`src/include/zx_mapper_cfg.svh`:
```
//==========================================================
// Spectrum memory mapper configuration
// Bus widths, ROM region base and paging port bit positions
//==========================================================
`ifndef ZX_MAPPER_CFG_SVH
`define ZX_MAPPER_CFG_SVH

// Bus and memory widths
`define ZX_RAM_ADDR_W 25
`define ZX_CPU_ADDR_W 16
`define ZX_DATA_W 8
`define ZX_BANK_OFS_W 14
`define ZX_BORDER_W 3

// ROM region marker, placed above the ROM page
`define ZX_ROM_BASE 3'b101

// Video RAM pages
`define ZX_SCREEN_BANK_A 5
`define ZX_SCREEN_BANK_B 7

// Port register bits
`define ZX_7FFD_SCREEN_BIT 3
`define ZX_7FFD_ROM_BIT 4
`define ZX_7FFD_LOCK_BIT 5
`define ZX_1FFD_SPECIAL_BIT 0
`define ZX_1FFD_ROM_BIT 2
`define ZX_EFF7_EXT_BIT 2

`endif
```
`src/design/zx_pkg.sv`:
```
//==========================================================
// Spectrum memory mapper types
// Bus strobes, port events, paging state and RAM requests
//==========================================================
`include "zx_mapper_cfg.svh"

package zx_pkg;

	// Machine selected from the memory menu
	typedef enum logic [2:0] {
		zx128        = 3'd0,
		pentagon1024 = 3'd1,
		profi1024    = 3'd2,
		zx48         = 3'd3,
		plus3        = 3'd4
	} machine_e;

	// Z80 bus, strobes active high
	typedef struct packed {
		logic [`ZX_CPU_ADDR_W-1:0] addr;
		logic [`ZX_DATA_W-1:0]     data;
		logic                      mreq;
		logic                      iorq;
		logic                      rd;
		logic                      wr;
		logic                      m1;
	} z80_bus_t;

	// One I/O write event with its port hits
	typedef struct packed {
		logic                  valid;
		logic [`ZX_DATA_W-1:0] data;
		logic                  port_7ffd;
		logic                  port_1ffd;
		logic                  port_eff7;
		logic                  port_dffd;
		logic                  port_fe;
	} port_write_t;

	// Paging registers as seen by the translator
	typedef struct packed {
		logic [`ZX_DATA_W-1:0] page_reg;
		logic [`ZX_DATA_W-1:0] page_reg_plus3;
		logic [`ZX_DATA_W-1:0] page_reg_p1024;
		logic [2:0]            page_128k;
		logic                  locked;
	} paging_t;

	// Memory command straight off the bus
	typedef struct packed {
		logic                      rd;
		logic                      wr;
		logic [`ZX_CPU_ADDR_W-1:0] addr;
		logic [`ZX_DATA_W-1:0]     data;
	} mem_cmd_t;

	// Request to the external RAM
	typedef struct packed {
		logic [`ZX_RAM_ADDR_W-1:0] addr;
		logic [`ZX_DATA_W-1:0]     data;
		logic                      rd;
		logic                      wr;
		logic                      screen_we;
	} mem_req_t;

endpackage

```
`src/design/zx_mem_mapper.sv`:
```
//==========================================================
// Spectrum 128K-class memory mapper
// Z80 bus in, paged 25-bit external RAM request out
//==========================================================
`timescale 1ns/1ns
`include "zx_mapper_cfg.svh"

module zx_mem_mapper
	import zx_pkg::*;
(
	input  logic                    clk_sys,
	input  logic                    reset,
	input  z80_bus_t                bus,
	input  machine_e                machine,
	output mem_req_t                ram_req,
	output logic [`ZX_BORDER_W-1:0] border_color,
	output logic                    ear,
	output logic                    mic,
	output logic                    screen_page
);

	mem_cmd_t    mem_cmd;
	port_write_t port_wr;
	paging_t     paging;
	machine_e    machine_q;

	z80_cycle_decoder u_decoder (
		.clk_sys   (clk_sys),
		.reset     (reset),
		.bus       (bus),
		.machine_q (machine_q),
		.mem_cmd   (mem_cmd),
		.port_wr   (port_wr)
	);

	io_port_regs u_regs (
		.clk_sys      (clk_sys),
		.reset        (reset),
		.machine      (machine),
		.port_wr      (port_wr),
		.paging       (paging),
		.machine_q    (machine_q),
		.border_color (border_color),
		.ear          (ear),
		.mic          (mic),
		.screen_page  (screen_page)
	);

	ram_addr_translator u_xlate (
		.clk_sys   (clk_sys),
		.reset     (reset),
		.mem_cmd   (mem_cmd),
		.paging    (paging),
		.machine_q (machine_q),
		.ram_req   (ram_req)
	);

endmodule

```
`src/design/ram_addr_translator.sv`:
```
//==========================================================
// RAM address translator
// Maps the four 16 KB CPU slots onto ROM and RAM pages,
// drops ROM writes and registers the external RAM request
//==========================================================
`timescale 1ns/1ns
`include "zx_mapper_cfg.svh"

module ram_addr_translator
	import zx_pkg::*;
(
	input  logic     clk_sys,
	input  logic     reset,
	input  mem_cmd_t mem_cmd,
	input  paging_t  paging,
	input  machine_e machine_q,
	output mem_req_t ram_req
);

	localparam int PAGE_W = 6;

	logic [1:0]                slot;
	logic [`ZX_BANK_OFS_W-1:0] ofs;
	logic                      special;
	logic                      rom_sel;
	logic [3:0]                rom_page;
	logic [PAGE_W-1:0]         ram_page;
	logic [`ZX_RAM_ADDR_W-1:0] addr_d;
	logic                      wr_d;
	logic                      screen_d;

	logic [`ZX_RAM_ADDR_W-1:0] addr_q;
	logic [`ZX_DATA_W-1:0]     data_q;
	logic                      rd_q;
	logic                      wr_q;
	logic                      screen_q;

	// +3 all-RAM layouts, indexed by 1FFD bits 2..1
	function automatic logic [PAGE_W-1:0] special_page(input logic [1:0] mode,
		input logic [1:0] s);
		logic [PAGE_W-1:0] pg;
		case (mode)
			2'd0: pg = PAGE_W'(s);
			2'd1: pg = PAGE_W'(s) + PAGE_W'(4);
			2'd2: pg = (s == 2'd3) ? PAGE_W'(3) : PAGE_W'(s) + PAGE_W'(4);
			default: begin
				case (s)
					2'd0: pg = PAGE_W'(4);
					2'd1: pg = PAGE_W'(7);
					2'd2: pg = PAGE_W'(6);
					default: pg = PAGE_W'(3);
				endcase
			end
		endcase
		return pg;
	endfunction

	assign slot    = mem_cmd.addr[`ZX_CPU_ADDR_W-1 -: 2];
	assign ofs     = mem_cmd.addr[`ZX_BANK_OFS_W-1:0];
	assign special = paging.page_reg_plus3[`ZX_1FFD_SPECIAL_BIT];

	// ======================================================
	// ROM page select
	// ======================================================
	always_comb begin
		case (machine_q)
			zx48:    rom_page = 4'b1111;
			plus3:   rom_page = {2'b10, paging.page_reg_plus3[`ZX_1FFD_ROM_BIT],
				paging.page_reg[`ZX_7FFD_ROM_BIT]};
			default: rom_page = {3'b011, paging.page_reg[`ZX_7FFD_ROM_BIT]};
		endcase
	end

	// ======================================================
	// Slot to page mapping
	// ======================================================
	always_comb begin
		rom_sel  = 1'b0;
		ram_page = '0;
		if (special) begin
			ram_page = special_page(paging.page_reg_plus3[2:1], slot);
		end else begin
			case (slot)
				2'd0: rom_sel = 1'b1;
				2'd1: ram_page = PAGE_W'(5);
				2'd2: ram_page = PAGE_W'(2);
				default: ram_page = {paging.page_128k, paging.page_reg[2:0]};
			endcase
		end

		if (rom_sel)
			addr_d = `ZX_RAM_ADDR_W'({`ZX_ROM_BASE, rom_page, ofs});
		else
			addr_d = `ZX_RAM_ADDR_W'({ram_page, ofs});

		// ROM slot is read only
		wr_d     = mem_cmd.wr & ~rom_sel;
		screen_d = wr_d & ((ram_page == PAGE_W'(`ZX_SCREEN_BANK_A)) |
			(ram_page == PAGE_W'(`ZX_SCREEN_BANK_B)));
	end

	// Output register
	always_ff @(posedge clk_sys) begin
		if (reset) begin
			rd_q     <= 1'b0;
			wr_q     <= 1'b0;
			screen_q <= 1'b0;
		end else begin
			rd_q     <= mem_cmd.rd;
			wr_q     <= wr_d;
			screen_q <= screen_d;
		end
	end

	always_ff @(posedge clk_sys) begin
		addr_q <= addr_d;
		data_q <= mem_cmd.data;
	end

	assign ram_req = '{
		addr:      addr_q,
		data:      data_q,
		rd:        rd_q,
		wr:        wr_q,
		screen_we: screen_q
	};

	// Bus strobes never ask for a read and a write in one cycle
	a_rd_wr_excl: assert property (@(posedge clk_sys) disable iff (reset)
		!(ram_req.rd && ram_req.wr));

endmodule

```
`src/design/io_port_regs.sv`:
```
//==========================================================
// I/O port registers
// 7FFD, 1FFD, EFF7 and DFFD paging state, the ULA port FE
// and the machine type latched while reset is held
//==========================================================
`timescale 1ns/1ns
`include "zx_mapper_cfg.svh"

module io_port_regs
	import zx_pkg::*;
(
	input  logic                    clk_sys,
	input  logic                    reset,
	input  machine_e                machine,
	input  port_write_t             port_wr,
	output paging_t                 paging,
	output machine_e                machine_q,
	output logic [`ZX_BORDER_W-1:0] border_color,
	output logic                    ear,
	output logic                    mic,
	output logic                    screen_page
);

	logic [`ZX_DATA_W-1:0] page_reg;
	logic [`ZX_DATA_W-1:0] page_reg_plus3;
	logic [`ZX_DATA_W-1:0] page_reg_p1024;
	logic [2:0]            page_128k;
	logic                  locked;
	logic                  is_p1024;
	logic                  ext_mode;

	assign is_p1024 = (machine_q == pentagon1024);
	// Pentagon extended mode, where the 7FFD lock bit is honoured
	assign ext_mode = page_reg_p1024[`ZX_EFF7_EXT_BIT];

	// ======================================================
	// Paging lock
	// ======================================================
	always_comb begin
		if (machine_q == zx48)
			locked = 1'b1;
		else if (is_p1024)
			locked = page_reg[`ZX_7FFD_LOCK_BIT] & ext_mode;
		else
			locked = page_reg[`ZX_7FFD_LOCK_BIT];
	end

	// Machine type follows the menu only during reset
	always_ff @(posedge clk_sys) begin
		if (reset)
			machine_q <= machine;
	end

	// ======================================================
	// Paging registers
	// ======================================================
	always_ff @(posedge clk_sys) begin
		if (reset) begin
			page_reg       <= '0;
			page_reg_plus3 <= '0;
			page_reg_p1024 <= '0;
			page_128k      <= '0;
		end else if (port_wr.valid) begin
			if (port_wr.port_7ffd && !locked) begin
				page_reg <= port_wr.data;
				// Pentagon 1024 takes the high page bits from D5, D7, D6
				if (is_p1024 && !ext_mode)
					page_128k <= {port_wr.data[5], port_wr.data[7:6]};
			end
			if (port_wr.port_1ffd && !locked)
				page_reg_plus3 <= port_wr.data;
			if (port_wr.port_eff7)
				page_reg_p1024 <= port_wr.data;
			if (port_wr.port_dffd)
				page_128k <= port_wr.data[2:0];
		end
	end

	// ULA port FE
	always_ff @(posedge clk_sys) begin
		if (reset) begin
			border_color <= '0;
			ear          <= 1'b0;
			mic          <= 1'b0;
		end else if (port_wr.valid && port_wr.port_fe) begin
			border_color <= port_wr.data[`ZX_BORDER_W-1:0];
			mic          <= port_wr.data[3];
			ear          <= port_wr.data[4];
		end
	end

	assign paging = '{
		page_reg:       page_reg,
		page_reg_plus3: page_reg_plus3,
		page_reg_p1024: page_reg_p1024,
		page_128k:      page_128k,
		locked:         locked
	};

	assign screen_page = page_reg[`ZX_7FFD_SCREEN_BIT];

	// Decoder keeps the ULA port apart from the paging ports
	a_fe_exclusive: assert property (@(posedge clk_sys) disable iff (reset)
		!(port_wr.port_fe && (port_wr.port_7ffd || port_wr.port_1ffd)));

endmodule

```
`src/design/z80_cycle_decoder.sv`:
```
//==========================================================
// Z80 bus cycle decoder
// Splits the bus into memory commands and single-cycle
// I/O write events with per-machine port decoding
//==========================================================
`timescale 1ns/1ns
`include "zx_mapper_cfg.svh"

module z80_cycle_decoder
	import zx_pkg::*;
(
	input  logic        clk_sys,
	input  logic        reset,
	input  z80_bus_t    bus,
	input  machine_e    machine_q,
	output mem_cmd_t    mem_cmd,
	output port_write_t port_wr
);

	logic                      io_wr;
	logic                      io_wr_q;
	logic [`ZX_CPU_ADDR_W-1:0] a;
	port_write_t               evt_d;
	port_write_t               evt_q;
	logic                      valid_q;

	assign a     = bus.addr;
	assign io_wr = bus.iorq & bus.wr & ~bus.m1;

	// ======================================================
	// Memory side, passed through in the same cycle
	// ======================================================
	always_comb begin
		mem_cmd.rd   = bus.mreq & bus.rd;
		mem_cmd.wr   = bus.mreq & bus.wr;
		mem_cmd.addr = bus.addr;
		mem_cmd.data = bus.data;
	end

	// ======================================================
	// Port classification
	// ======================================================
	// Only odd addresses reach the paging ports, so FE never overlaps them
	always_comb begin
		evt_d.valid     = io_wr & ~io_wr_q;
		evt_d.data      = bus.data;
		evt_d.port_fe   = ~a[0];
		// +3 needs A14 high to tell 7FFD apart from 1FFD
		evt_d.port_7ffd = a[0] & ~a[15] & ~a[1] & (a[14] | (machine_q != plus3));
		evt_d.port_1ffd = a[0] & ~a[15] & ~a[14] & ~a[13] & a[12] & ~a[1] &
			(machine_q == plus3);
		evt_d.port_eff7 = a[0] & a[15] & a[14] & a[13] & ~a[12] & ~a[3] &
			(machine_q == pentagon1024);
		evt_d.port_dffd = (a == 16'hDFFD) & (machine_q == profi1024);
	end

	// Strobe history and the write pulse
	always_ff @(posedge clk_sys) begin
		if (reset) begin
			io_wr_q <= 1'b0;
			valid_q <= 1'b0;
		end else begin
			io_wr_q <= io_wr;
			valid_q <= evt_d.valid;
		end
	end

	// Data and hits, sampled every cycle
	always_ff @(posedge clk_sys) begin
		evt_q <= evt_d;
	end

	assign port_wr = '{
		valid:     valid_q,
		data:      evt_q.data,
		port_7ffd: evt_q.port_7ffd,
		port_1ffd: evt_q.port_1ffd,
		port_eff7: evt_q.port_eff7,
		port_dffd: evt_q.port_dffd,
		port_fe:   evt_q.port_fe
	};

endmodule

```
`config.mk`:
```
export PLATFORM = sky130hd
export DESIGN_NAME = zx_mem_mapper
export DESIGN_NICKNAME = d
export VERILOG_FILES = /design/src/design/zx_pkg.sv /design/src/design/zx_mem_mapper.sv /design/src/design/ram_addr_translator.sv /design/src/design/io_port_regs.sv /design/src/design/z80_cycle_decoder.sv
export VERILOG_INCLUDE_DIRS = /design/src /design/src/include
export SDC_FILE = /design/constraint.sdc
export NUM_CORES = 1
export LEC_CHECK = 0
export BUFFER_PORTS_ARGS = -buffer_cell sky130_fd_sc_hd__buf_4
export CORE_ASPECT_RATIO = 1.4
export CORE_MARGIN = 2
export CORE_UTILIZATION = 35
export DETAILED_ROUTE_END_ITERATION = 8
export RECOVER_POWER = 100
export SYNTH_ARGS = -nofsm -noshare
export SYNTH_HDL_FRONTEND = slang
export SYNTH_HIERARCHICAL = 1
export SYNTH_SLANG_ARGS = --single-unit
```
`constraint.sdc`:
```
create_clock -name clk_sys -period 3.18 [get_ports clk_sys]
set_clock_uncertainty 0.05 [all_clocks]
set_input_delay 0 -clock clk_sys [delete_from_list [all_inputs] [get_ports clk_sys]]
set_output_delay 0 -clock clk_sys [all_outputs]
set_load 0.02 [all_outputs]
```
==> flow_summary.toml <==
[timing]
rsz0062_at_grt = "false"
tns_ns = 0
fin_ws_ns = 0.9207
maxSlewHeadroom_pct = 9.974
setup_viol = 0
drv_slew = 0
min_period_ns = 2.259
hold_viol_final = 0
max_freq_mhz = 442.6
fin_crit_sh_pct = 71.05
worst_pin_slew_ns = 1.350

[layout]
instances_no_fill = 401
top_register = "u_xlate/addr_q"
n_antenna_cell = 0
largest_reg_flops = 21
final_cell_mix = "dfxtp_1 (65), clkbuf_1 (45), dlygate4sd3_1 (34), clkbuf_4 (21)"
layout-drive-gt1-share_pct = 16.99
final_common_cell = "dfxtp_1"
nNetsFinal = 335
area_growth_syn_to_layout_pct = 29.01

[power_and_ir_drop]
p_leak_nw = 1.261
finalPower_mw = 1.826
pwr_density_cell_nw_per_um2 = 570.7
ir_worst_vdd_uv = 321.6

[synth]
synthCells = 223
synthesis.area_sq_um = 2480
yosysWarnings = 6
avgSynthCellArea_sq_um = 11.12

[run]
cap_violations = 0

[place]
dp_cells = 351
place_ws_ns = 1.480
routabilityCongestion = 0.7545
dpl.hpwl_mm = 3.433
io_buffers = 71

[setup_path]
required_ns = 3.39
path_class = "flop to flop"
critPathLaunchType = "flop"
arrival_ns = 2.47
cp-end-kind = "flop"
crit_path_max_fanout = 7

[route]
num_vias = 1751
viasPerCell = 4.367
drc = 0
totalWireLength_mm = 5.197
drt_pass1_iterations = 4
wl_per_cell_microns = 12.96
initialDrtViolationCount = 77
postRouteAntennaNets = 0

[floorplanning]
core_area_sq_um = 6937
dieArea_sq_um = 7784
io_pins = 76
fp.dieH_microns = 103.6
initial_core_util_pct = 35.75
chipWidth_microns = 75.14
row_count = 36

[clock_tree]
tritoncts = "built"
clockBufferDepth = 2
cts_setup_buffers = 0
cts_inserted_buffers = 9
cts.sinks = 68
cts_root_buffer = "clkbuf_8"
insertion_delay_ns = 0.34
cts.repair.resized = 0
clkTransAtPathRegs_ns = 0.08
hold_buffers = 34
htree_levels = 3

[worst_hold_path]
hp-class = "input pin to flop"

[grt]
grt_pass1_vias = 1830
grt_pass1_wl_mm = 8.349
grt_max_degree = 36
overflow = 0
grt_use_total_pct = 14.19
antenna_found_initial = 0

[run_status]
status = "finished clean"
-- worst max-delay path, stage by stage, from the launching register on --
cell and delay, ns:
edfxtp_1 0.46, or3b_1 0.43, a221oi_1 0.99, mux2i_1 0.27
-- metrics by stage --
stage	hold WS [ns]	util, %	cell area, sq um
floorplan	-0.02228	-	2491
global placement	0.06244	41.04	2846
detailed placement	0.06382	41.04	2846
CTS	0.007452	49.04	3402
global route	0.03968	46.12	3199
finish	0.04800	46.12	3199
-- final cells by class --
class,instances,area (sq um)
fillers,718,3737
flip-flops and latches,68,1391
multi-input cells,116,765.7
repair buffers,105,704.4
clock buffers,9,123.9
well taps,95,118.9
clock inverters,7,91.34
inverters,1,3.754
-- worst paths after layout --
path / start / end / slack, ns / depth (start not counted)
setup / recovery: u_regs/machine_q[2] / u_regs/page_reg[1] / 0.92 / 3
hold / removal: bus[1] / u_xlate/wr_q / 0.05 / 3
setup reg to reg: u_regs/machine_q[2] / u_regs/page_reg[1] / 0.92 / 3
hold reg to reg: u_decoder/io_wr_q / u_decoder/valid_q / 0.36 / 1
-- metal layers --
metal,routed length (microns),up-vias,GRT usage [%]
li1,-,878,-
met1,2232,800,15.79
met2,2560,59,23.62
met3,240,14,4.086
met4,164,0,7.519
met5,0,-,0
-- power breakdown --
part / leakage [nW] / switching [mW] / total, mW / internal, mW
registers: 0.567 / 0.0169 / 0.907 / 0.890
logic: 0.585 / 0.0814 / 0.156 / 0.0751
clock network: 0.109 / 0.324 / 0.762 / 0.438
total: 1.26 / 0.422 / 1.83 / 1.40
No activity file was read; power rests on OpenSTA's default activity.
